## config.mk

```make
export PLATFORM = sky130hd
export DESIGN_NAME = sdram_sequencer
export DESIGN_NICKNAME = d
export VERILOG_FILES = /design/src/hw/sdram_pkg.sv /design/src/hw/sdram_sequencer.sv
export VERILOG_INCLUDE_DIRS = /design/src /design/src/hw
export SDC_FILE = /design/constraint.sdc
export NUM_CORES = 1
export LEC_CHECK = 0
export BUFFER_PORTS_ARGS = -buffer_cell sky130_fd_sc_hd__clkbuf_2
export CORE_MARGIN = 2
export CORE_UTILIZATION = 25
export CTS_BUF_LIST = sky130_fd_sc_hd__clkbuf_4
export DETAILED_ROUTE_END_ITERATION = 6
export PLACE_DENSITY_LB_ADDON = 0.08
export RECOVER_POWER = 100
export SYNTH_ARGS = -nofsm -noshare
export SYNTH_HDL_FRONTEND = slang
export SYNTH_SLANG_ARGS = --single-unit
```

## constraint.sdc

```tcl
create_clock -name clk -period 1.89 [get_ports clk]
set_input_delay 0.0945 -clock clk [delete_from_list [all_inputs] [get_ports clk]]
set_output_delay 0.0945 -clock clk [all_outputs]
set_load 0.01 [all_outputs]
```

## src/hw/sdram_params.svh

```systemverilog
// Timing, slot schedule, mode register and width constants, included by RTL and testbench
`ifndef SDRAM_PARAMS_SVH
`define SDRAM_PARAMS_SVH

// bus widths
`define SD_DQ_W 16
`define SD_A_W  13

// ----------------------------------------------------------------------
// slot schedule, one round is 12 states
// ----------------------------------------------------------------------
`define SD_SLOT_LAST 4'd11

`define SD_RAS0  4'd0   // slot 0 ACTIVE
`define SD_CAS0  4'd3   // slot 0 READ/WRITE, auto precharge
`define SD_READ0 4'd8   // slot 0 word registered from DQ
`define SD_DS0   4'd4   // slot 0 dqm open here and in the next state

`define SD_RAS1  4'd4   // slot 1 ACTIVE or AUTO_REFRESH
`define SD_CAS1  4'd7
`define SD_READ1 4'd0   // first burst word, next round
`define SD_DS1   4'd8   // slot 1 dqm open up to the end of the round

// burst 4, sequential, CL3, standard mode, single write bursts
`define SD_MODE {3'b000, 1'b1, 2'b00, 3'd3, 1'b0, 3'b010}

// 64 ms / 8192 rows = 7.8 us
`define SD_MHZ          80
`define SD_RFRSH_CYCLES (78 * `SD_MHZ / 10)

`define SD_INIT_ROUNDS 5'd31   // power-up countdown

`endif

```

## src/hw/sdram_pkg.sv

```systemverilog
// Command, port select and address types shared by the SDRAM controller and its testbench
`include "sdram_params.svh"

package sdram_pkg;

	// bit order nCS, nRAS, nCAS, nWE
	typedef enum logic [3:0] {
		INHIBIT      = 4'b1111,
		NOP          = 4'b0111,
		ACTIVE       = 4'b0011,
		READ         = 4'b0101,
		WRITE        = 4'b0100,
		PRECHARGE    = 4'b0010,
		AUTO_REFRESH = 4'b0001,
		LOAD_MODE    = 4'b0000
	} sd_cmd_t;

	// owner of a slot, slot 0 uses REQ and ROM, slot 1 uses REQ and SP
	typedef enum logic [1:0] {
		NONE = 2'd0,
		REQ  = 2'd1,
		ROM  = 2'd2,
		SP   = 2'd3
	} port_sel_t;

	typedef logic [`SD_DQ_W-1:0] word_t;

	// word address, 8 MiB regions in the top bits
	typedef logic [25:1] addr_t;

	typedef logic [3:0] slot_t;

endpackage

```

## src/hw/sdram_sequencer.sv

```systemverilog
// Slot counter, power-up countdown and refresh interval timer for the SDRAM controller
`timescale 1ns/1ps
`include "sdram_params.svh"

module sdram_sequencer (
	input  logic             clk,
	input  logic             init_n,
	output sdram_pkg::slot_t t,
	output logic             init,
	output logic [4:0]       init_count,
	output logic             need_refresh,
	input  logic             refresh_taken
);
	localparam int RC_W = $clog2(`SD_RFRSH_CYCLES + 1);

	logic [RC_W-1:0] rfsh_cnt;   // cycles since last refresh

	assign need_refresh = rfsh_cnt >= RC_W'(`SD_RFRSH_CYCLES);

	// ----------------------------------------------------------------------
	// slot counter, free running
	// ----------------------------------------------------------------------
	always_ff @(posedge clk or negedge init_n) begin
		if (!init_n) begin
			t <= `SD_RAS0;
		end else begin
			t <= (t == `SD_SLOT_LAST) ? `SD_RAS0 : t + 4'd1;
		end
	end

	// power-up, one count per round
	always_ff @(posedge clk or negedge init_n) begin
		if (!init_n) begin
			init_count <= `SD_INIT_ROUNDS;
			init <= 1'b1;
		end else begin
			if (t == `SD_SLOT_LAST && init_count != 5'd0)
				init_count <= init_count - 5'd1;
			init <= init_count != 5'd0;
		end
	end

	// refresh interval, holds once due
	always_ff @(posedge clk or negedge init_n) begin
		if (!init_n) begin
			rfsh_cnt <= '0;
		end else if (refresh_taken && t == `SD_RAS1) begin
			rfsh_cnt <= '0;   // auto refresh goes out now
		end else if (!need_refresh) begin
			rfsh_cnt <= rfsh_cnt + 1'b1;
		end
	end

	// counter never leaves the round
	a_slot_wrap: assert property (@(posedge clk) disable iff (!init_n)
		t <= `SD_SLOT_LAST);

endmodule

```

# Yosys cells after proc, flatten, opt, wreduce, memory -nomap -nowiden
# Cells that the tools add are included.
# word_totals
elab_cells,17
in_bits,3
register_bits,20
out_inout_bits,11
# classes
magnitude_cmp,1
n_reduce_logical,3
eq_ne,3
n_mux,3
add_sub_neg,3
# op_table
cell,count
$mux 10,2
$add 10x1->10 const B,1
$ge 10x10->1 const B,1
$reduce_bool 5->1,1
$sub 5x1->5 const B,1
$add 4x1->4 const B,1
$eq 4x3->1 const B,1
$eq 4x4->1 const B,1
$mux 4,1
$logic_and 1x1->1,2
$ne 2x1->1 const B,1

# Longest topological paths before layout
# Gate-level depths: netlist of the first run.
# depth
depth_word,3
mapped_depth,6
depth_no_buf,5

# Least setup slack after synthesis of the first run
# No wires, ideal clock.
# synth_path
path_kind,flip-flop to flip-flop
startpoint,register init_count[0]
endpoint,register init_count[1]
period_less_slack_ps,1472
path_buffers,0
stages_incl_launch_ff,6
required_ps,1815
setup_time_ps,75
t_arrival_ps,1397
slack_ps,418
cell_sequence,dfstp_2 > inv_1 > ha_1 > or4b_4 > and2_4 > mux2i_1
# synth_via
elab_chain_cells,2
word_cells_on_any_way,3
classes_between,add/sub (1); reduce/logical (2)
# synth_lines
element,line_no,source
"start, declared",sdram_sequencer.sv:10,"output logic [4:0] init_count,"
"start signal, assigned",sdram_sequencer.sv:34,init_count <= `SD_INIT_ROUNDS;
"start signal, assigned",sdram_sequencer.sv:38,init_count <= init_count - 5'd1;
"parallel branches: the longest is 2 deep, another holds $sub 5x1->5",--,
# Parallel ways; which one is timed is not known.
# A chain may end at the register's enable or synchronous reset.

# Worst setup path after layout of the first run
# Same ends and word-level chain as after synthesis.

==> results of run 1 <==
report_power, final:
group | switching (mW) | leakage, nW | internal (mW)
clock network | 0.141 | 0.0279 | 0.214
registers | 0.0292 | 0.249 | 0.445
logic | 0.0264 | 0.242 | 0.0207
total | 0.197 | 0.518 | 0.680
cells in the final DEF (no fill, tap or decap), types with 2 or more instances in the layout:
cell type	instances
xnor2_1	3
dfrtp_1	14
clkbuf_2	6
nand3_1	9
dfstp_1	5
nor3_1	3
o21ai_0	5
clkbuf_1	9
nor2_1	3
a21oi_1	5
nand2_1	9
nand2b_1	6
ha_1	5
mux2i_1	6
clkbuf_4	3
nand4_1	2
inv_1	10
through the flow:
step	util [%]	setup WS [ns]	hold slack, ns	area, um2
2_1_floorplan	-	0.4180	-0.2011	1049
3_3_place_gp	29.38	0.3415	0.1108	1184
3_5_place_dp	29.38	0.3327	0.1021	1184
4_1_cts	30.93	0.2869	0.2194	1246
5_1_grt	30.37	0.1130	0.2679	1224
6_report	30.37	0.2112	0.2106	1224
kinds of logic (layout without fill, tap and decap cells):
kind of cell	Yosys count	in the layout	share of synthesized area [%]
AND/OR/NAND/NOR	40	40	21.72
flip-flops	20	20	48.45
AO/OA/AOI/OAI	18	18	11.34
buffers and inverters	12	30	4.297
multiplexers	6	6	5.728
adder cells (fa/ha/maj)	5	5	5.967
XOR/XNOR	3	3	2.506
repair_timing:
item	CTS	global route
endpoints found under the hold margin	14	0
setup buffers	0	0
hold buffers	1	0
layer usage:
layer  vias up  GRT usage (%)
li1        407              -
met1       403          14.67
met2        21          16.35
met3         2          1.948
met4         0          4.412
met5         -              0
area by class of cell:
type                    count  area (um2)
clock buffers               3       22.52
clock inverters             1       30.03
fillers                   435        2805
inverters                  10       37.54
multi-input cells          72       489.2
flip-flops and latches     20       508.0
well taps                  50       62.56
repair buffers             16       73.82
state kept, by name (all words and copies together) (netlist names):
register	count
init	1
t	4
init_count	5
rfsh_cnt	10
critical path, stage by stage, from the launching register on:
cell and delay, ns:
dfstp_1 0.40, inv_1 0.09, ha_1 0.19, or4b_1 0.53, and2_0 0.24, mux2i_1 0.16
worst max path at each step:
stage | depth (start not counted) | start | endpoint
floorplan | 5 | init_count[0] | init_count[1]
global placement | 5 | init_count[0] | init_count[1]
detailed placement | 5 | init_count[0] | init_count[1]
CTS | 4 | rfsh_cnt[4] | need_refresh
global route | 5 | init_count[0] | init_count[1]
finish | 5 | init_count[0] | init_count[1]
==> flow_metrics.env, run 1 <==
export IMPL_yosys_register_bits=20
export IMPL_post_layout_nonfiller_instances=172
export IMPL_netlist_top_cell_by_area="dfrtp_1"
export IMPL_finalPower_mw=0.8765
export IMPL_yosys_cell_count_top_type="dfrtp_1"
export IMPL_avgSynthCellArea_um2=10.08
export IMPL_timing_clock_skew_ns=0.002065
export IMPL_power_leakage_nw=0.5183
export IMPL_drtPass1Iterations=4
export IMPL_number_of_synthesized_flops_with_an_enable_pin=0
export IMPL_worst_r2r_startpoint="init_count[0]"
export IMPL_share_of_the_clock_period_used_by_the_worst_path_after_layout_pct=88.82
export IMPL_route_met3_wl_um=91
export IMPL_critPathMaxFanout=4
export IMPL_wl_per_cell_um=12.65
export IMPL_synth_top_area_share_pct=33.41
export IMPL_async_flop_share_pct=100.0
export IMPL_clock_tree_root_cell="clkbuf_4"
export IMPL_cts_tree="done"
export IMPL_setup_worst_path_start_class="flip-flop"
export IMPL_rows=23
export IMPL_max_vdd_ir_drop_v=0.0002520
export IMPL_m1WireLength_um=1061
export IMPL_report_final_setup_viol=0
export IMPL_final_slew_viol_count=0
export IMPL_place_gp_congestion=0.7974
export IMPL_cap_viol_max_count=0
export IMPL_grt_util_all_layers_pct=10.64
export IMPL_dieWidth_um=68.76
export IMPL_worstSkewPairLatency_ns=0.30
export IMPL_report_final_hold_viol_count=0
export IMPL_clock_sinks=20
export IMPL_routed_wl_um=2175
export IMPL_setup_repair_after_global_routing_missed_its_margin="false"
export IMPL_post_cts_resize_count=0
export IMPL_synth_nets=112
export IMPL_timing_reg2reg_setup_slack_ns=0.21
export IMPL_via_count_of_the_first_global_routing_pass=779
export IMPL_num_antenna_cells=0
export IMPL_post_place_cells=167
export IMPL_ys_warn_count=0
export IMPL_mappedNetlistArea_mm2=0.001049
export IMPL_path_class="reg2reg"
export IMPL_die_area_mm2=0.004728
export IMPL_gr_total_overflow=0
export IMPL_holdCritPathClass="in2reg"
export IMPL_worstMarginPinSlew_ns=1.142
export IMPL_outcome="finished, final reports clean"
export IMPL_start_util_pct=26.02
export IMPL_vias=833
export IMPL_setup_tns_ns=0
export IMPL_synth_lib_cells_used_distinct=31
export IMPL_antenna_found_initial=0
export IMPL_finish_net_count=131
export IMPL_pin_count_of_the_biggest_net_entering_global_routing=21
export IMPL_layout_min_cycle_time_ns=1.679
export IMPL_ys_top_cells_by_area="dfrtp_1, dfstp_2, ha_1"
export IMPL_power_density_mw_per_mm2=716.3
export IMPL_dpl_hpwl_um=1608
export IMPL_port_buffers=13
export IMPL_reg2reg_depth=5
export IMPL_drt_iter0_markers=34
export IMPL_pin_count=14
export IMPL_timing_hold_worst_path_depth=4
export IMPL_synth_main_ff_cell="dfrtp_1"
export IMPL_hold_path_end="rfsh_cnt[2]"
export IMPL_drcViolationCount=0
export IMPL_final_antenna_net_count=0
export IMPL_tritoncts_buffer_count=3
export IMPL_maximum_clock_rate_mhz=595.7
export IMPL_viasPerCell=4.843
export IMPL_route_met2_wl_um=1002
export IMPL_ys_seq_area_share_pct=48.45
export IMPL_cts_max_path_buffers=2
export IMPL_hold_path_startpoint="refresh_taken"
export IMPL_worst_endpoint_arrival_ns=1.92
export IMPL_die_y_um=68.76
export IMPL_reg2reg_to="init_count[1]"
export IMPL_layout_cells_sized_above_1_pct=9.836
export IMPL_critPathCaptureType="flip-flop"
export IMPL_path_clk_slew_ns=0.12
export IMPL_h_tree_depth=1
export IMPL_areaGrowthSynthToFinish_pct=16.71
export IMPL_dr_max_layer_used="met4"
export IMPL_slew_headroom_pct=23.84
export IMPL_synth_common_cells="dfrtp_1, inv_1, nand2_1, nand3_1"
export IMPL_netlist_instances=104
export IMPL_core_region_area_mm2=0.004029
export IMPL_critPathRequiredTime_ns=2.13
export IMPL_grt_pass1_wl_um=3670
Power figures use the tool's default switching activity.
==> run 2, diff against run 1 <==
--- a/config.mk
+++ b/config.mk
@@ -6,11 +6,12 @@
 export SDC_FILE = /design/constraint.sdc
 export NUM_CORES = 1
 export LEC_CHECK = 0
-export BUFFER_PORTS_ARGS = -buffer_cell sky130_fd_sc_hd__clkbuf_2
+export CORE_ASPECT_RATIO = 1.5
 export CORE_MARGIN = 2
 export CORE_UTILIZATION = 25
 export CTS_BUF_LIST = sky130_fd_sc_hd__clkbuf_4
 export DETAILED_ROUTE_END_ITERATION = 6
+export DONT_BUFFER_PORTS = 1
 export PLACE_DENSITY_LB_ADDON = 0.08
 export RECOVER_POWER = 100
 export SYNTH_ARGS = -nofsm -noshare
==> flow_metrics.env, run 2 (same netlist as run 1, synthesis figures left out) <==
export IMPL_path_clk_slew_ns=0.13
export IMPL_max_vdd_ir_drop_v=0.0002441
export IMPL_share_of_the_clock_period_used_by_the_worst_path_after_layout_pct=87.51
export IMPL_antenna_found_initial=0
export IMPL_place_gp_congestion=0.7757
export IMPL_reg_top3="rfsh_cnt x10, init_count x5, t x4"
export IMPL_worstSkewPairLatency_ns=0.31
export IMPL_cell_chain_critical_path="inv_1 > ha_1 > or4b_4 > and2_4 > mux2i_1"
export IMPL_cap_viol_max_count=0
export IMPL_power_leakage_nw=0.4759
export IMPL_critPathCaptureType="flip-flop"
export IMPL_drtPass1Iterations=3
export IMPL_critPathMaxFanout=4
export IMPL_rows=28
export IMPL_pin_count=14
export IMPL_final_slew_viol_count=0
export IMPL_die_y_um=83.32
export IMPL_drt_iter0_markers=6
export IMPL_most_common_layout_cells="dfrtp_1, inv_1, nand3_1, nand2_1"
export IMPL_areaGrowthSynthToFinish_pct=9.189
export IMPL_tritoncts_buffer_count=3
export IMPL_worst_path_largest_cell_delay_ns=0.51
export IMPL_core_region_area_mm2=0.003994
export IMPL_final_antenna_net_count=0
export IMPL_hold_path_startpoint="refresh_taken"
export IMPL_outcome="finished, final reports clean"
export IMPL_drcViolationCount=0
export IMPL_report_final_hold_viol_count=0
export IMPL_cts_max_path_buffers=2
export IMPL_die_area_mm2=0.004739
export IMPL_critPathRequiredTime_ns=2.12
export IMPL_h_tree_depth=1
export IMPL_pin_count_of_the_biggest_net_entering_global_routing=21
export IMPL_power_frac_clock_pct=29.2
export IMPL_holdWs_ns=0.1638
export IMPL_switchingPower_mw=0.1878
export IMPL_internal_power_mw=0.5409
export IMPL_largest_reg_flops=10
export IMPL_holdCritPathClass="in2reg"
export IMPL_worst_r2r_startpoint="init_count[0]"
export IMPL_critical_path_buf_inv_count=1
export IMPL_grt_pass1_wl_um=3788
export IMPL_finish_net_count=118
export IMPL_clock_tree_root_cell="clkbuf_4"
export IMPL_setup_worst_path_start_class="flip-flop"
export IMPL_path_class="reg2reg"
export IMPL_power_frac_seq_pct=64.8
export IMPL_viasPerCell=4.935
export IMPL_gr_total_overflow=0
export IMPL_worst_endpoint_arrival_ns=1.88
export IMPL_layout_min_cycle_time_ns=1.654
export IMPL_port_buffers=0
export IMPL_routed_wl_um=2244
export IMPL_crit_slowest_cell="or4b_4"
export IMPL_post_cts_resize_count=0
export IMPL_vias=760
export IMPL_num_antenna_cells=0
export IMPL_start_util_pct=26.25
export IMPL_netSwitchingFraction_pct=25.77
export IMPL_cts_tree="done"
export IMPL_via_count_of_the_first_global_routing_pass=783
export IMPL_critPathLaunch="init_count[0]"
export IMPL_setup_repair_after_global_routing_missed_its_margin="false"
export IMPL_dieWidth_um=56.88
export IMPL_maximum_clock_rate_mhz=604.6
export IMPL_worstMarginPinSlew_ns=0.9714
export IMPL_slew_headroom_pct=35.03
export IMPL_power_density_mw_per_mm2=636.5
export IMPL_report_final_setup_viol=0
export IMPL_final_common_cell="dfrtp_1"
export IMPL_wl_per_cell_um=14.57
export IMPL_largest_register="rfsh_cnt"
export IMPL_dpl_hpwl_um=1667
export IMPL_grt_util_all_layers_pct=10.20
export IMPL_power_share_combinational_pct=6.0
export IMPL_layout_cells_sized_above_1_pct=6.422
export IMPL_clock_sinks=20
export IMPL_timing_clock_skew_ns=0.01586
export IMPL_cp_top_family="simple AND/OR/NAND/NOR gates"
export IMPL_setup_tns_ns=0
==> run 2: changes by cell type in the layout (fill, tap and decap cells not counted), sizes merged <==
cell,previous run,this run
buf,0,1
clkinv,0,1
bufinv,1,0
clkbuf,18,4
==> run 2: power by group through the flow <==
stage                     combinational (mW)  sequential (mW)  clock (mW)
final                                 0.0439            0.472       0.213
after global routing                  0.0500            0.477       0.251
after CTS                             0.0458            0.474       0.228
after detailed placement              0.0345            0.482           0
after global placement                0.0348            0.481           0
after floorplan                       0.0306            0.474           0
==> run 2: per-layer routing <==
metal  GRT usage [%]  routed length, um
met1           11.93                952
met2           17.55               1189
met3           2.181                 71
met4           4.440                 29
met5               0                  0
==> run 2: path summary, 6_finish.rpt <==
kind,depth (start not counted),endpoint,slack (ns)
setup / recovery,5,init_count[1],0.24
hold / removal,2,rfsh_cnt[8],0.16
setup reg to reg,5,init_count[1],0.24
hold reg to reg,2,init_count[4],0.54
max in group asynchronous,1,t[3],0.91
min in group asynchronous,1,rfsh_cnt[0],0.38
==> run 2: metrics by stage <==
stage	instances	setup WS (ns)	total power [mW]	util [%]	instance area (um2)
after floorplan	104	0.4180	0.5043	-	1049
after global placement	149	0.3186	0.5160	27.85	1112
after detailed placement	149	0.3043	0.5161	27.85	1112
after CTS	154	0.2658	0.7479	28.76	1149
after global routing	154	0.1081	0.7781	28.67	1145
final	154	0.2361	0.7287	28.67	1145
==> run 2: final cells by class <==
type	instances	area [um2]
Clock buffer	3	22.52
Multi-Input combinational cell	72	495.5
Timing Repair Buffer	3	21.27
Sequential cell	20	508.0
Clock inverter	1	3.754
Fill cell	449	2849
Tap cell	45	56.30
Inverter	10	37.54
==> run 2: worst register-to-register path: cells and delay by family (launching register included) <==
family / cells / cell delay, ns
buf+inv: 1 / 0.10
mux: 1 / 0.14
simple gates: 2 / 0.70
flops: 1 / 0.44
fa+ha+maj: 1 / 0.21
==> run 2: timing repair <==
| item | 4_1_cts | 5_1_grt |
|---|---|---|
| buffers inserted | 0 | 0 |
| hold endpoints to repair | 20 | 0 |
| hold buffers | 1 | 0 |
==> run 3, diff against run 2 <==
--- a/config.mk
+++ b/config.mk
@@ -8,8 +8,8 @@
 export LEC_CHECK = 0
 export CORE_ASPECT_RATIO = 1.5
 export CORE_MARGIN = 2
-export CORE_UTILIZATION = 25
-export CTS_BUF_LIST = sky130_fd_sc_hd__clkbuf_4
+export CORE_UTILIZATION = 35
+export CTS_BUF_LIST = sky130_fd_sc_hd__clkbuf_4 sky130_fd_sc_hd__clkbuf_8 sky130_fd_sc_hd__clkbuf_16
 export DETAILED_ROUTE_END_ITERATION = 6
 export DONT_BUFFER_PORTS = 1
 export PLACE_DENSITY_LB_ADDON = 0.08
==> flow_metrics.env, run 3 (same netlist as run 1, synthesis figures left out) <==
export IMPL_clock_sinks=20
export IMPL_final_common_cell="dfrtp_1"
export IMPL_report_final_setup_viol=0
export IMPL_cap_viol_max_count=0
export IMPL_cp_top_family="simple AND/OR/NAND/NOR gates"
export IMPL_setup_repair_after_global_routing_missed_its_margin="false"
export IMPL_path_clk_slew_ns=0.07
export IMPL_drtPass1Iterations=4
export IMPL_vias=767
export IMPL_drt_iter0_markers=16
export IMPL_most_common_layout_cells="dfrtp_1, inv_1, nand3_1, nand2_1"
export IMPL_finish_net_count=118
export IMPL_final_antenna_net_count=0
export IMPL_timing_reg2reg_setup_slack_ns=0.24
export IMPL_outcome="finished, final reports clean"
export IMPL_critPathRequiredTime_ns=2.07
export IMPL_antenna_found_initial=0
export IMPL_worst_path_largest_cell_delay_ns=0.52
export IMPL_final_slew_viol_count=0
export IMPL_place_gp_congestion=0.6992
export IMPL_start_util_pct=36.37
export IMPL_finalPower_mw=0.8351
export IMPL_clock_tree_root_cell="clkbuf_8"
export IMPL_largest_reg_flops=10
export IMPL_path_class="reg2reg"
export IMPL_wl_per_cell_um=13.90
export IMPL_layout_min_cycle_time_ns=1.653
export IMPL_pin_count=14
export IMPL_largest_register="rfsh_cnt"
export IMPL_cell_chain_critical_path="inv_1 > ha_1 > or4b_1 > and2_4 > mux2i_1"
export IMPL_report_final_hold_viol_count=0
export IMPL_die_area_mm2=0.003459
export IMPL_worstMarginPinSlew_ns=0.8931
export IMPL_tritoncts_buffer_count=3
export IMPL_viasPerCell=5.182
export IMPL_cts_max_path_buffers=2
export IMPL_final_core_utilization_pct=40.41
export IMPL_share_of_the_clock_period_used_by_the_worst_path_after_layout_pct=87.44
export IMPL_via_count_of_the_first_global_routing_pass=756
export IMPL_max_vdd_ir_drop_v=0.0002526
export IMPL_maximum_clock_rate_mhz=605.1
export IMPL_reg_top3="rfsh_cnt x10, init_count x5, t x4"
export IMPL_core_region_area_mm2=0.002883
export IMPL_worstSkewPairLatency_ns=0.25
export IMPL_h_tree_depth=1
export IMPL_setup_worst_path_start_class="flip-flop"
export IMPL_fillers=314
export IMPL_worst_endpoint_arrival_ns=1.84
export IMPL_port_buffers=0
export IMPL_critical_path_buf_inv_count=1
export IMPL_rows=24
export IMPL_routed_wl_um=2057
export IMPL_setup_tns_ns=0
export IMPL_areaGrowthSynthToFinish_pct=11.10
export IMPL_gr_total_overflow=0
export IMPL_critPathMaxFanout=4
export IMPL_power_density_mw_per_mm2=716.9
export IMPL_layout_cells_sized_above_1_pct=6.422
export IMPL_critPathCaptureType="flip-flop"
export IMPL_pin_count_of_the_biggest_net_entering_global_routing=21
export IMPL_crit_slowest_cell="or4b_1"
export IMPL_grt_pass1_wl_um=3650
export IMPL_grt_util_all_layers_pct=13.71
export IMPL_cts_tree="done"
export IMPL_post_layout_nonfiller_instances=148
export IMPL_num_antenna_cells=0
export IMPL_timing_clock_skew_ns=0.004622
export IMPL_dieWidth_um=48.69
export IMPL_drcViolationCount=0
export IMPL_dpl_hpwl_um=1588
export IMPL_holdCritPathClass="in2reg"
export IMPL_power_leakage_nw=0.4924
export IMPL_slew_headroom_pct=40.27
export IMPL_post_place_cells=143
export IMPL_die_y_um=71.04
## run 3: cell types whose count changed in the layout (fill, tap and decap cells not counted)
| cell | delta |
|---|---|
| or4b_1 | +1 |
| a311o_1 | +1 |
| clkbuf_4 | -3 |
| clkbuf_8 | +4 |
| buf_4 | +1 |
| a311o_2 | -1 |
| clkinv_1 | -1 |
| clkbuf_1 | -1 |
| or4b_4 | -1 |
## run 3: area by class of cell
type	count	area, um2	area share [%]
clock buffers	4	55.05	4.726
inverters	10	37.54	3.222
multi-input cells	72	490.5	42.11
flip-flops and latches	20	508.0	43.61
well taps	39	48.80	4.189
repair buffers	3	25.02	2.148
## run 3: path summary, 6_finish.rpt
kind	from	to	cells past startpoint
max	init_count[0]	init_count[1]	5
min	refresh_taken	rfsh_cnt[1]	2
max reg2reg	init_count[0]	init_count[1]	5
min reg2reg	init_count[4]	init_count[4]	2
max in group asynchronous	init_n	rfsh_cnt[4]	1
min in group asynchronous	init_n	rfsh_cnt[3]	1
## run 3: what timing repair did
| item | CTS | global route |
|---|---|---|
| buffers inserted | 0 | 0 |
| gates resized for setup | 0 | 0 |
| endpoints found under the hold margin | 20 | 0 |
| hold buffers | 1 | 0 |
## run 3: metal layers
layer / routed length, um / track usage (%) / part of all wire, % / up-vias
li1: - / - / - / 377
met1: 817 / 14.85 / 40 / 379
met2: 1146 / 24.66 / 56 / 9
met3: 71 / 3.376 / 3.5 / 2
met4: 22 / 6.667 / 1.1 / 0
met5: 0 / 0 / 0 / -
## run 3: metrics by stage
stage | hold slack (ns) | area [um2] | setup WS [ns]
4_1_cts | 0.2010 | 1170 | 0.3001
3_5_place_dp | -0.2005 | 1105 | 0.3093
2_1_floorplan | -0.2011 | 1049 | 0.4180
3_3_place_gp | -0.2006 | 1105 | 0.3449
6_report | 0.2086 | 1165 | 0.2373
5_1_grt | 0.2105 | 1165 | 0.1325
## run 3: where the power goes
group / switching (mW) / internal, mW
combinational: 0.0258 / 0.0191
sequential: 0.0290 / 0.445
clock: 0.131 / 0.185
total: 0.186 / 0.649
