==> config.mk <==
export PLATFORM = sky130hd
export DESIGN_NAME = sdram_arbiter
export DESIGN_NICKNAME = d
export VERILOG_FILES = /design/src/hw/sdram_pkg.sv /design/src/hw/sdram_arbiter.sv
export VERILOG_INCLUDE_DIRS = /design/src /design/src/hw
export SDC_FILE = /design/constraint.sdc
export NUM_CORES = 1
export LEC_CHECK = 0
export ABC_AREA = 0
export BUFFER_PORTS_ARGS = -buffer_cell sky130_fd_sc_hd__buf_4
export CELL_PAD_IN_SITES_DETAIL_PLACEMENT = 0
export CELL_PAD_IN_SITES_GLOBAL_PLACEMENT = 1
export CORE_MARGIN = 2
export CORE_UTILIZATION = 34
export CTS_CLUSTER_SIZE = 12
export DETAILED_ROUTE_END_ITERATION = 8
export PLACE_DENSITY = 0.9
export SETUP_SLACK_MARGIN = 0.15
export SYNTH_ARGS = -nofsm -noshare
export SYNTH_HDL_FRONTEND = slang
export SYNTH_SLANG_ARGS = --single-unit
==> constraint.sdc <==
create_clock -name clk -period 7.4 [get_ports clk]
set_input_delay 0.74 -clock clk [delete_from_list [all_inputs] [get_ports clk]]
set_output_delay 0.74 -clock clk [all_outputs]
set_load 0.05 [all_outputs]
==> src/hw/sdram_params.svh <==
// Timing, slot schedule, mode register and width constants, included by RTL and testbench
`ifndef SDRAM_PARAMS_SVH
`define SDRAM_PARAMS_SVH

// bus widths
`define SD_DQ_W 16
`define SD_A_W  13

// ----------------------------------------------------------------------
// slot schedule, one round is 12 states
// ----------------------------------------------------------------------
`define SD_SLOT_LAST 4'd11

`define SD_RAS0  4'd0   // slot 0 ACTIVE
`define SD_CAS0  4'd3   // slot 0 READ/WRITE, auto precharge
`define SD_READ0 4'd8   // slot 0 word registered from DQ
`define SD_DS0   4'd4   // slot 0 dqm open here and in the next state

`define SD_RAS1  4'd4   // slot 1 ACTIVE or AUTO_REFRESH
`define SD_CAS1  4'd7
`define SD_READ1 4'd0   // first burst word, next round
`define SD_DS1   4'd8   // slot 1 dqm open up to the end of the round

// burst 4, sequential, CL3, standard mode, single write bursts
`define SD_MODE {3'b000, 1'b1, 2'b00, 3'd3, 1'b0, 3'b010}

// 64 ms / 8192 rows = 7.8 us
`define SD_MHZ          80
`define SD_RFRSH_CYCLES (78 * `SD_MHZ / 10)

`define SD_INIT_ROUNDS 5'd31   // power-up countdown

`endif

==> src/hw/sdram_pkg.sv <==
// Command, port select and address types shared by the SDRAM controller and its testbench
`include "sdram_params.svh"

package sdram_pkg;

	// bit order nCS, nRAS, nCAS, nWE
	typedef enum logic [3:0] {
		INHIBIT      = 4'b1111,
		NOP          = 4'b0111,
		ACTIVE       = 4'b0011,
		READ         = 4'b0101,
		WRITE        = 4'b0100,
		PRECHARGE    = 4'b0010,
		AUTO_REFRESH = 4'b0001,
		LOAD_MODE    = 4'b0000
	} sd_cmd_t;

	// owner of a slot, slot 0 uses REQ and ROM, slot 1 uses REQ and SP
	typedef enum logic [1:0] {
		NONE = 2'd0,
		REQ  = 2'd1,
		ROM  = 2'd2,
		SP   = 2'd3
	} port_sel_t;

	typedef logic [`SD_DQ_W-1:0] word_t;

	// word address, 8 MiB regions in the top bits
	typedef logic [25:1] addr_t;

	typedef logic [3:0] slot_t;

endpackage

==> src/hw/sdram_arbiter.sv <==
// Per-slot requester selection for the SDRAM controller, holds one access per slot for a round
`timescale 1ns/1ps
`include "sdram_params.svh"

module sdram_arbiter (
	input  logic                 clk,
	input  logic                 init_n,
	input  sdram_pkg::slot_t     t,
	input  logic                 init,
	input  logic                 need_refresh,
	output logic                 refresh_taken,
	// port 1 and cpu rom, bank 3
	input  logic                 port1_req,
	input  logic                 port1_we,
	input  sdram_pkg::addr_t     port1_a,
	input  logic [1:0]           port1_ds,
	input  sdram_pkg::word_t     port1_d,
	input  sdram_pkg::addr_t     rom_addr,
	input  logic                 rom_cs,
	input  logic                 rom_valid,
	// port 2 and sprites, banks 0 to 2
	input  logic                 port2_req,
	input  logic                 port2_we,
	input  sdram_pkg::addr_t     port2_a,
	input  logic [1:0]           port2_ds,
	input  sdram_pkg::word_t     port2_d,
	input  logic                 sp_req,
	input  sdram_pkg::addr_t     sp_addr,
	// slot 0 access
	output sdram_pkg::port_sel_t sel0,
	output sdram_pkg::addr_t     addr0,
	output logic [1:0]           ds0,
	output sdram_pkg::word_t     din0,
	output logic                 oe0,
	output logic                 we0,
	// slot 1 access
	output sdram_pkg::port_sel_t sel1,
	output sdram_pkg::addr_t     addr1,
	output logic [1:0]           ds1,
	output sdram_pkg::word_t     din1,
	output logic                 oe1,
	output logic                 we1
);
	import sdram_pkg::*;

	// picked one state early so the choice holds from the ACTIVE state on
	localparam slot_t PICK0 = (`SD_RAS0 + `SD_SLOT_LAST) % (`SD_SLOT_LAST + 4'd1);
	localparam slot_t PICK1 = `SD_RAS1 - 4'd1;

	port_sel_t sel0_n, sel1_n;
	addr_t     addr0_n, addr1_n;
	logic [1:0] ds0_n, ds1_n;
	word_t     din0_n, din1_n;
	logic      oe0_n, we0_n, oe1_n, we1_n;
	logic      port1_state, port2_state, sp_state;   // toggle flags
	logic      pick0, pick1;

	assign pick0 = !init && t == PICK0;
	assign pick1 = !init && t == PICK1;

	// slot 0, port 1 first, then rom
	always_comb begin
		sel0_n = NONE;
		addr0_n = addr0;
		addr0_n[25:24] = 2'd3;
		ds0_n = 2'b00;
		din0_n = '0;
		oe0_n = 1'b0;
		we0_n = 1'b0;
		if (!refresh_taken) begin   // no bank 3 access in a refresh round
			if (port1_req != port1_state) begin
				sel0_n = REQ;
				addr0_n[23:1] = port1_a[23:1];
				ds0_n = port1_ds;
				din0_n = port1_d;
				oe0_n = !port1_we;
				we0_n = port1_we;
			end else if (rom_cs && !rom_valid) begin
				sel0_n = ROM;
				addr0_n[23:1] = rom_addr[23:1];
				ds0_n = 2'b11;
				oe0_n = 1'b1;
			end
		end
	end

	// slot 1, port 2 first, then sprites
	always_comb begin
		sel1_n = NONE;
		addr1_n = addr1;
		ds1_n = 2'b00;
		din1_n = '0;
		oe1_n = 1'b0;
		we1_n = 1'b0;
		if (port2_req != port2_state) begin
			sel1_n = REQ;
			addr1_n = port2_a;
			ds1_n = port2_ds;
			din1_n = port2_d;
			oe1_n = !port2_we;
			we1_n = port2_we;
		end else if (sp_req != sp_state) begin
			sel1_n = SP;
			addr1_n = {sp_addr[25:3], 2'b00};   // burst aligned
			ds1_n = 2'b11;
			oe1_n = 1'b1;
		end
	end

	// ----------------------------------------------------------------------
	// grants and toggle flags
	// ----------------------------------------------------------------------
	always_ff @(posedge clk or negedge init_n) begin
		if (!init_n) begin
			sel0 <= NONE;
			sel1 <= NONE;
			{oe0, we0, oe1, we1} <= 4'b0000;
			port1_state <= 1'b0;
			port2_state <= 1'b0;
			sp_state <= 1'b0;
			refresh_taken <= 1'b0;
		end else begin
			if (pick0) begin
				sel0 <= sel0_n;
				oe0 <= oe0_n;
				we0 <= we0_n;
				if (sel0_n == REQ)
					port1_state <= port1_req;
			end
			if (pick1) begin
				sel1 <= sel1_n;
				oe1 <= oe1_n;
				we1 <= we1_n;
				// refresh only with both slots idle
				refresh_taken <= sel1_n == NONE && need_refresh && !oe0 && !we0;
				case (sel1_n)
					REQ: port2_state <= port2_req;
					SP: sp_state <= sp_req;
					default: ;
				endcase
			end
		end
	end

	always_ff @(posedge clk) begin
		if (pick0) begin
			addr0 <= addr0_n;
			ds0 <= ds0_n;
			din0 <= din0_n;
		end
		if (pick1) begin
			addr1 <= addr1_n;
			ds1 <= ds1_n;
			din1 <= din1_n;
		end
	end

	// nothing is granted before the chip is set up
	a_no_grant_in_init: assert property (@(posedge clk) disable iff (!init_n)
		init |-> (sel0 == NONE && sel1 == NONE && !refresh_taken));

endmodule

Word level (Yosys, flattened, before mapping)
Cells that the tools add are included.
{"block": "word_totals", "output_inout_bits": 95, "in_bits": 151, "elab_cells": 67, "register_bits": 96}
{"block": "op_classes", "n_eq_ne": 8, "reduce_logical": 21, "mux": 20, "bitwise": 2}
{"cell": "$mux 25", "n": 2}
{"cell": "$mux 23", "n": 2}
{"cell": "$mux 2", "n": 8}
{"cell": "$mux 1", "n": 8}
{"cell": "$reduce_and 2->1", "n": 4}
{"cell": "$logic_and 1x1->1", "n": 6}
{"cell": "$logic_not 1->1", "n": 6}
{"cell": "$eq 2x1->1 const B", "n": 2}
{"cell": "$eq 4x2->1 const B", "n": 1}
{"cell": "$eq 4x4->1 const B", "n": 1}
{"cell": "$reduce_bool 2->1", "n": 2}
{"cell": "$ne 1x1->1", "n": 3}
{"cell": "$reduce_and 3->1", "n": 1}
{"cell": "$eq 2x2->1 const B", "n": 1}
{"cell": "$logic_not 2->1", "n": 1}
{"cell": "$not 1->1", "n": 2}
{"cell": "$reduce_or 2->1", "n": 1}

Longest topological paths before layout
Gate-level depths: netlist (run 1).
{"block": "logic_depth", "word_depth": 7, "ltp_mapped": 4, "depth_no_buf": 4}

Least setup slack after synthesis (run 1)
No wires, ideal clock.
{"block": "synth_path", "kind": "input to register", "startpoint": "input port t[2]", "endpoint": "register addr0[0] (enable)", "cell_stages": 3, "path_buffers": 1, "t_arrival_ns": 2.864, "t_required_ns": 6.961, "setup_time_ns": 0.439, "path_slack_ns": 4.097, "path_cell_list": "nand4bb_1 > buf_2 > a211oi_1"}
{"block": "synth_between", "elab_chain_cells": 3}
{"item": "start, declared", "line_no": "sdram_arbiter.sv:8", "rtl": "input sdram_pkg::slot_t t,"}
{"item": "$eq 4x4->1", "line_no": "sdram_arbiter.sv:58", "rtl": "assign pick0 = !init && t == PICK0;"}
{"item": "$logic_and 1x1->1", "line_no": "sdram_arbiter.sv:58"}
{"item": "$reduce_and 3->1 (no line)"}
{"item": "end signal, assigned", "line_no": "sdram_arbiter.sv:147", "rtl": "addr0 <= addr0_n;"}
{"item": "end, declared", "line_no": "sdram_arbiter.sv:31", "rtl": "output sdram_pkg::addr_t addr0,"}
No other way between the ends.
A chain may end at the register's enable or synchronous reset.

Worst setup path in the final report (run 1)
{"block": "layout_path", "startpoint": "input port t[2]", "endpoint": "register port2_state"}
{"block": "layout_between", "elab_chain_cells": 3}
{"item": "$eq 4x2->1", "line_no": "sdram_arbiter.sv:59", "rtl": "assign pick1 = !init && t == PICK1;"}
{"item": "$logic_and 1x1->1", "line_no": "sdram_arbiter.sv:59"}
{"item": "named net pick1", "line_no": "sdram_arbiter.sv:56", "rtl": "logic pick0, pick1;"}
{"item": "$reduce_and 2->1 (no line)"}
{"item": "end signal, assigned", "line_no": "sdram_arbiter.sv:137", "rtl": "REQ: port2_state <= port2_req;"}
{"item": "end, declared", "line_no": "sdram_arbiter.sv:55", "rtl": "logic port1_state, port2_state, sp_state;"}
The timed path passes the listed nets, and every way through them passes these cells.

==> metrics.cfg, run 1 <==
[outcome]
status=finished clean

[logic_synthesis]
synth_edf_count=84
synthArstFlopShare_pct=12.5
yosys-top-cells-area=edfxtp_1 63%, nand2_1 13%, dfrtp_1 7.5%
synth.most_common_cell=nand2_1
syn_avg_cell_area_um2=12.2
yosys_register_bits=96
syn_inst=330
yosysTopAreaCell=edfxtp_1
ys_seq_area_share_pct=70.1
synth_top_area_share_pct=62.7
synth_area_um2=4030
yosys_warnings=0
synth-main-ff-cell=edfxtp_1
yosys-top-cells-count=143 x nand2_1, 84 x edfxtp_1, 34 x and2_1
yosysUniqueCellTypes=32

[floorplan]
pin_count=246
core_area_um2=11500
dieWidth_um=113
rows=39
die_h_um=113
initial_utilization_pct=35.1
die_area_um2=12700

[worst_setup_path]
reg2reg_setup_slack_ns=5.13
crit_path_cell_trace=buf_4 > nand4bb_1 > nand2b_1 > inv_1 > mux2_2
cpPeakStageDelay_ns=0.61
startpoint_type=primary input
crit_type=in -> reg
cp_max_fo=19
reg2reg_to=addr0[20]$_DFFE_PP_
worstPathArrival_ns=2.92
timing.rr.start=port1_state$_DFFE_PN0P_
required_ns=7.62
endpoint=port2_state$_DFFE_PN0P_
crit_path_start=t[2]
cpMaxStageDelayCell=nand4bb_1
reg2regPathDepth=2
endpoint_kind=flop

[finish]
antennaDiodeCount=0
fillers=1019
drive_gt1_share_pct=46.7
final_area_um2=6230
multi_input_area_um2=1140
layout.nets=718
area_growth_pct=54.9
utilization_pct=54.4
regArea_um2=2820

[global_routing]
grt_pass1_vias=3191
groute.usage.overall_pct=16.1
grt_overflow_total=0
grt_start_max_net_pins=45
antenna_found_initial=0
grt_pass1_wl_um=16000

[route]
ant_nets=0
viasPerCell=4.50
num_vias=3216
drt-wirelength-per-cell_um=14.8
first_pass_iters=4
drc=0
drt_iter0_markers=105
routed_wl_um=10600

[clock_network]
clockBufferDepth=2
post_cts_buffers=0
clock-sinks=96
ctsHoldBuffers=0
post_cts_resized=0
cts.clk_slew.worst_paths_ns=0.07
cts_root_buffer=clkbuf_16
htreeDepth=3
worstSkewPairLatency_ns=0.34
cts_tree=built
cts_buffers=9

[sta]
maxSlewViolCount=0
layout_setup_ws_ns=4.70
maxSlewHeadroom_pct=24.2
finalSetupTns_ns=0
finalClockSkew_ns=0.00731
finalCriticalPeriod_ns=2.70
worst_slew_pin_slew_ns=1.13
finalCritPeriodShare_pct=36.4
whs_ns=0.229
setup_viol=0
fmax_mhz=371
hold_viol=0
grt_setup_unrepaired=no

[placed_design]
dpl_worst_slack_ns=4.31
gp_congestion=0.752
io_buffers=237
hpwl_um=8180
place_area_um2=5950

[power]
power_density_nw_per_um2=232
p_leak_nw=2.86
vdd_ir_drop_max_mv=0.141

[flow_run]
maxCapViolCount=0

[min_path]
hp-class=in -> async

==> per-stage QoR <==
step | power [mW] | std cells
after floorplan | 0.896 | 331
after global placement | 1.01 | 699
after detailed placement | 1.02 | 699
after CTS | 1.47 | 715
after global routing | 1.53 | 715
final | 1.45 | 715
==> report_power, final <==
group / leakage, nW / switching, mW / internal, mW
Combinational: 1.81 / 0.208 / 0.142
Sequential: 0.920 / 0.0181 / 0.636
Clock: 0.133 / 0.208 / 0.235
==> worst min-delay path by stage <==
| stage | slack (ns) | endpoint | startpoint | cells past startpoint |
|---|---|---|---|---|
| floorplan | 0.44 | oe0$_DFFE_PN0P_ | init_n | 0 |
| global placement | 0.47 | sel1[0]$_DFFE_PN0P_ | sel1[0]$_DFFE_PN0P_ | 1 |
| detailed placement | 0.48 | sel0[0]$_DFFE_PN0P_ | sel0[0]$_DFFE_PN0P_ | 1 |
| CTS | 0.22 | oe0$_DFFE_PN0P_ | init_n | 1 |
| global route | 0.22 | oe0$_DFFE_PN0P_ | init_n | 1 |
| finish | 0.23 | oe0$_DFFE_PN0P_ | init_n | 1 |
==> critical path: cells and delay by family <==
family	cells	cell delay [ns]
simple gates	2	1.08
buf+inv	2	0.69
mux	1	0.40
==> final cells by class <==
type	instances	area share (%)
clock buffer	9	3.61
clock inverter	7	1.00
inverter	3	0.181
multi-input combinational	218	18.3
sequential	96	45.3
tap	143	2.87
timing repair buffer	239	28.8
==> state kept, by name, indices dropped and copies added, names as in the netlist, 2 cells and up <==
signal and count:
sel0 2, din0 16, sel1 2, din1 16
addr0 23, addr1 25, ds0 2, ds1 2
==> logic make-up (layout without fill, tap and decap cells) <==
logic type | Yosys count | after routing | synth area share [%]
and+or+nand+nor | 188 | 188 | 20.8
DFF | 96 | 96 | 70.1
AOI/OAI and AO/OA | 19 | 19 | 3.33
buffers and inverters | 17 | 258 | 2.46
xor gates and xnor gates | 5 | 5 | 2.11
muxes | 4 | 4 | 1.09
other | 1 | 2 | 0.0932
==> placed cells by master (no fill, tap or decap), drive strengths merged <==
master / n
o31ai: 3
a211oi: 2
dfrtp: 12
o21a: 2
conb: 2
inv: 7
nor4: 1
and2: 34
xor2: 2
clkbuf: 9
mux2i: 1
a21o: 2
a21oi: 2
clkinvlp: 3
nand2b: 3
o21ai: 5
mux2: 3
buf: 239
nand2: 143
edfxtp: 84
or2: 2
nand4bb: 1
nor2: 3
a22o: 3
xnor2: 3
nor3: 1
==> routing by layer <==
layer	share of wire (%)	wire length [um]	GRT usage [%]
met5	0	0	0
met4	1.3	136	4.88
met3	9.7	1030	5.36
met2	52	5480	28.8
met1	37	3960	18.1
Power figures use the tool's default switching activity.
==> run 2, diff against run 1 <==
CORE_UTILIZATION = 32   (was 34)
PLACE_DENSITY = 0.86   (was 0.9)
clock period = 2.8 ns   (was 7.4 ns; I/O delays follow)
==> metrics.cfg, run 2 (synthesized netlist as in run 1, its figures left out) <==
[finish]
layout.nets=725
final_common_cell=buf_4
final_cell_mix=245 x buf_4, 143 x nand2_1, 84 x edfxtp_1, 34 x and2_1, 12 x dfrtp_1
regMostFlops=addr1
largest_reg_flops=25
area_growth_pct=56.0
final_area_um2=6280
reg_top3=addr1: 25 flops, addr0: 23 flops
antennaDiodeCount=0
final-instance-count-excl-fill=747
drive_gt1_share_pct=46.3

[clock_network]
cts_root_buffer=clkbuf_16
cts_buffers=9
clockBufferDepth=2
cts.clk_slew.worst_paths_ns=0.06
worstSkewPairLatency_ns=0.33
htreeDepth=3
ctsHoldBuffers=1
post_cts_resized=0
clock-sinks=96
cts_tree=built
post_cts_buffers=0

[worst_setup_path]
reg2reg_setup_slack_ns=0.99
cpPeakStageDelay_ns=0.65
timing.rr.start=port2_state$_DFFE_PN0P_
startpoint_type=flop
required_ns=3.02
cpMaxStageDelayCell=xnor2_2
crit_type=reg -> reg
worstPathArrival_ns=2.04
endpoint_kind=flop
cp_max_fo=27
reg2reg_to=oe1$_DFFE_PN0P_
crit_path_start=port2_state$_DFFE_PN0P_
crit_path_cell_trace=xnor2_2 > a211oi_4 > buf_4 > a22o_1
reg2regPathDepth=4
endpoint=oe1$_DFFE_PN0P_

[power]
p_leak_nw=2.88
power_density_nw_per_um2=599
vdd_ir_drop_max_mv=0.238

[sta]
finalCritPeriodShare_pct=64.8
setup_viol=0
finalSetupTns_ns=0
hold_viol=0
maxSlewViolCount=0
finalClockSkew_ns=0.00570
worst_slew_pin_slew_ns=0.766
maxSlewHeadroom_pct=48.7
whs_ns=0.180
grt_setup_unrepaired=no
finalCriticalPeriod_ns=1.81
layout_setup_ws_ns=0.985
fmax_mhz=551

[route]
drt-wirelength-per-cell_um=14.4
num_vias=3250
drt_iter0_markers=136
first_pass_iters=4
ant_nets=0
drc=0
routed_wl_um=10700
viasPerCell=4.35

[global_routing]
antenna_found_initial=0
grt_start_max_net_pins=44
grt_pass1_wl_um=16000
grt_overflow_total=0
groute.usage.overall_pct=15.8
grt_pass1_vias=3232

[placed_design]
io_buffers=237
gp_congestion=0.773
hpwl_um=8310
dpl_worst_slack_ns=0.749
placed_cells=730
place_area_um2=6010

[min_path]
hp-start=port1_we
hp-class=in -> reg

[floorplan]
rows=40
die_area_um2=13500
core_area_um2=12200
pin_count=246
initial_utilization_pct=33.1
die_h_um=116
dieWidth_um=116

[outcome]
status=finished clean

[flow_run]
maxCapViolCount=0

-- run 2: power breakdown --
part / switching [mW] / total (mW) / internal [mW]
logic: 0.561 / 0.947 / 0.386
registers: 0.0468 / 1.73 / 1.68
clock network: 0.493 / 1.09 / 0.592
-- run 2: stage by stage --
stage	total power [mW]	utilization (%)
global route	3.97	51.6
detailed placement	2.72	49.4
floorplan	2.37	-
finish	3.76	51.6
global placement	2.69	49.4
CTS	3.81	51.6
-- run 2: layout make-up --
class / count / area (um2)
sequential: 96 / 2820
clock inverter: 5 / 23.8
inverter: 3 / 11.3
fill: 1114 / 5880
timing repair buffer: 246 / 1850
tap: 168 / 210
multi-input combinational: 218 / 1130
clock buffer: 11 / 233
-- run 2: layer usage --
metal | vias to the layer above | share of wire, % | global-route usage, %
met5 | - | 0 | 0
met4 | 0 | 1.6 | 6.11
met3 | 12 | 11 | 6.69
met2 | 171 | 50 | 27.7
met1 | 1483 | 38 | 17.0
li1 | 1584 | - | -
-- run 2: critical path, delay by kind of cell (launching register included) --
kind | cells | cell delay, ns
XOR/XNOR | 1 | 0.65
flip-flops | 1 | 0.44
AO/OA/AOI/OAI | 2 | 0.32
buffers and inverters | 1 | 0.28
-- run 2: worst min-delay path by stage --
stage	slack, ns	cells after the start	endpoint
after global placement	0.13	1	port2_state$_DFFE_PN0P_
final	0.18	2	we0$_DFFE_PN0P_
after global routing	0.18	2	we0$_DFFE_PN0P_
after floorplan	-0.02	0	oe0$_DFFE_PN0P_
after CTS	0.18	2	we0$_DFFE_PN0P_
after detailed placement	0.14	1	port2_state$_DFFE_PN0P_
==> run 3, diff against run 2 <==
CORE_UTILIZATION = 29   (was 32)
PLACE_DENSITY = 0.82   (was 0.86)
clock period = 1.5 ns   (was 2.8 ns; I/O delays follow)
==> metrics.cfg, run 3 (synthesized netlist as in run 1, its figures left out) <==
[route]
drc=0
drt-wirelength-per-cell_um=14.7
top_layer=met4
drt_iter0_markers=125
drt-met1-wl_um=4410
first_pass_iters=4
routed_wl_um=11600
viasPerCell=4.28
num_vias=3383
dr_wl_met2_um=6030
ant_nets=0
wl_met3_um=978

[clock_network]
cts_root_buffer=clkbuf_16
cts_tree=built
worstSkewPairLatency_ns=0.34
clock-sinks=96
cts.clk_slew.worst_paths_ns=0.06
htreeDepth=3
cts_buffers=9
clockBufferDepth=2

[finish]
regArea_um2=2830
antennaDiodeCount=0
fillers=1209
final_common_cell=buf_4
reg_top3=addr1: 25 flops, addr0: 23 flops
layout.nets=756
multi_input_area_um2=1430
final_area_um2=7170
final-instance-count-excl-fill=790
drive_gt1_share_pct=61.6
regMostFlops=addr1
final_cell_mix=246 x buf_4, 113 x nand2_1, 84 x edfxtp_1, 31 x and2_4, 18 x nand2_2
area_growth_pct=78.1
largest_reg_flops=25

[worst_setup_path]
timing.rr.start=port1_state$_DFFE_PN0P_
endpoint_kind=flop
cp_max_fo=6
crit_type=reg -> reg
required_ns=1.56
worstPathArrival_ns=1.54
startpoint_type=flop
crit_path_start=port1_state$_DFFE_PN0P_

[floorplan]
die_area_um2=14800
pin_count=246
dieWidth_um=122
initial_utilization_pct=29.3
rows=43
die_h_um=122
core_area_um2=13700

[outcome]
status=finished clean

[flow_run]
maxCapViolCount=0

[power]
total_power_mw=7.94
power_density_nw_per_um2=1110
vdd_ir_drop_max_mv=0.420
p_leak_nw=3.27

[placed_design]
placed_cells=749
io_buffers=237
hpwl_um=8260
place_area_um2=6190
gp_congestion=0.738

[sta]
hold_viol=0
whs_ns=0.0431
fmax_mhz=678
maxSlewViolCount=0
grt_setup_unrepaired=yes
finalClockSkew_ns=0.00624
finalCritPeriodShare_pct=98.3
finalCriticalPeriod_ns=1.47
setup_viol=0

[min_path]
hp-start=port1_we
hp-class=in -> reg

[global_routing]
antenna_found_initial=0
grt_pass1_vias=3345
grt_start_max_net_pins=29
groute.usage.overall_pct=14.5
grt_overflow_total=0
grt_pass1_wl_um=16300

==> run 3: cell types whose count changed in the layout (fill, tap and decap cells not counted), moves of 3 or more <==
| cell | previous run | this run |
|---|---|---|
| nand2_2 | 0 | 18 |
| buf_12 | 0 | 11 |
| buf_8 | 0 | 3 |
| and2_4 | 0 | 31 |
| clkbuf_16 | 9 | 15 |
| nand2_1 | 143 | 113 |
| nand2_4 | 0 | 12 |
| buf_6 | 0 | 7 |
| dfrtp_1 | 12 | 9 |
| and2_1 | 34 | 3 |
==> run 3: stage by stage <==
step | setup TNS, ns | setup slack, ns | utilization, %
after global placement | -0.563 | -0.0249 | 45.1
after detailed placement | -1.28 | -0.0330 | 45.1
after global routing | -0.343 | -0.0194 | 52.3
final | 0 | 0.0261 | 52.3
after CTS | 0 | 0.0435 | 48.1
after floorplan | -16.39 | -0.349 | -
==> run 3: cell type report <==
class	count	share of cell area, %
inverters	3	0.262
clock buffers	9	3.14
flip-flops and latches	96	39.5
multi-input cells	219	19.9
clock inverters	7	0.541
well taps	180	3.14
repair buffers	276	33.6
==> run 3: worst paths after layout <==
path                                      endpoint  slack (ns)  depth (start not counted)
hold reg to reg                sel0[0]$_DFFE_PN0P_        0.49                          1
hold / removal                     we0$_DFFE_PN0P_        0.04                          2
min in group asynchronous      sel1[0]$_DFFE_PN0P_        0.20                          2
setup reg to reg               addr0[20]$_DFFE_PP_        0.03                          4
max in group asynchronous  port1_state$_DFFE_PN0P_        1.12                          2
setup / recovery               addr0[20]$_DFFE_PP_        0.03                          4
==> run 3: worst max-delay path, cell delays in order, from the launching register on <==
cell,delay (ns)
dfrtp_2,0.44
xnor2_4,0.19
a211oi_4,0.22
buf_6,0.18
clkbuf_16,0.16
==> run 3: repair_timing <==
item                                    4_1_cts  5_1_grt
pin swaps                                     2       56
setup buffers                                 6        8
endpoints found under the setup margin       99      116
endpoints found under the hold margin        12        0
hold buffers                                  1        0
gates resized for setup                       7       99
gates cloned                                  2        8
==> run 3: layer usage <==
layer | vias to the layer above | track usage, %
met1 | 1568 | 16.2
met3 | 16 | 4.54
met4 | 0 | 6.82
met2 | 141 | 25.3
li1 | 1658 | -
met5 | - | 0
==> run 3: power breakdown <==
group	switching (mW)	internal (mW)	total, mW
sequential	0.0779	3.14	3.22
combinational	1.31	1.33	2.65
clock	0.969	1.11	2.07
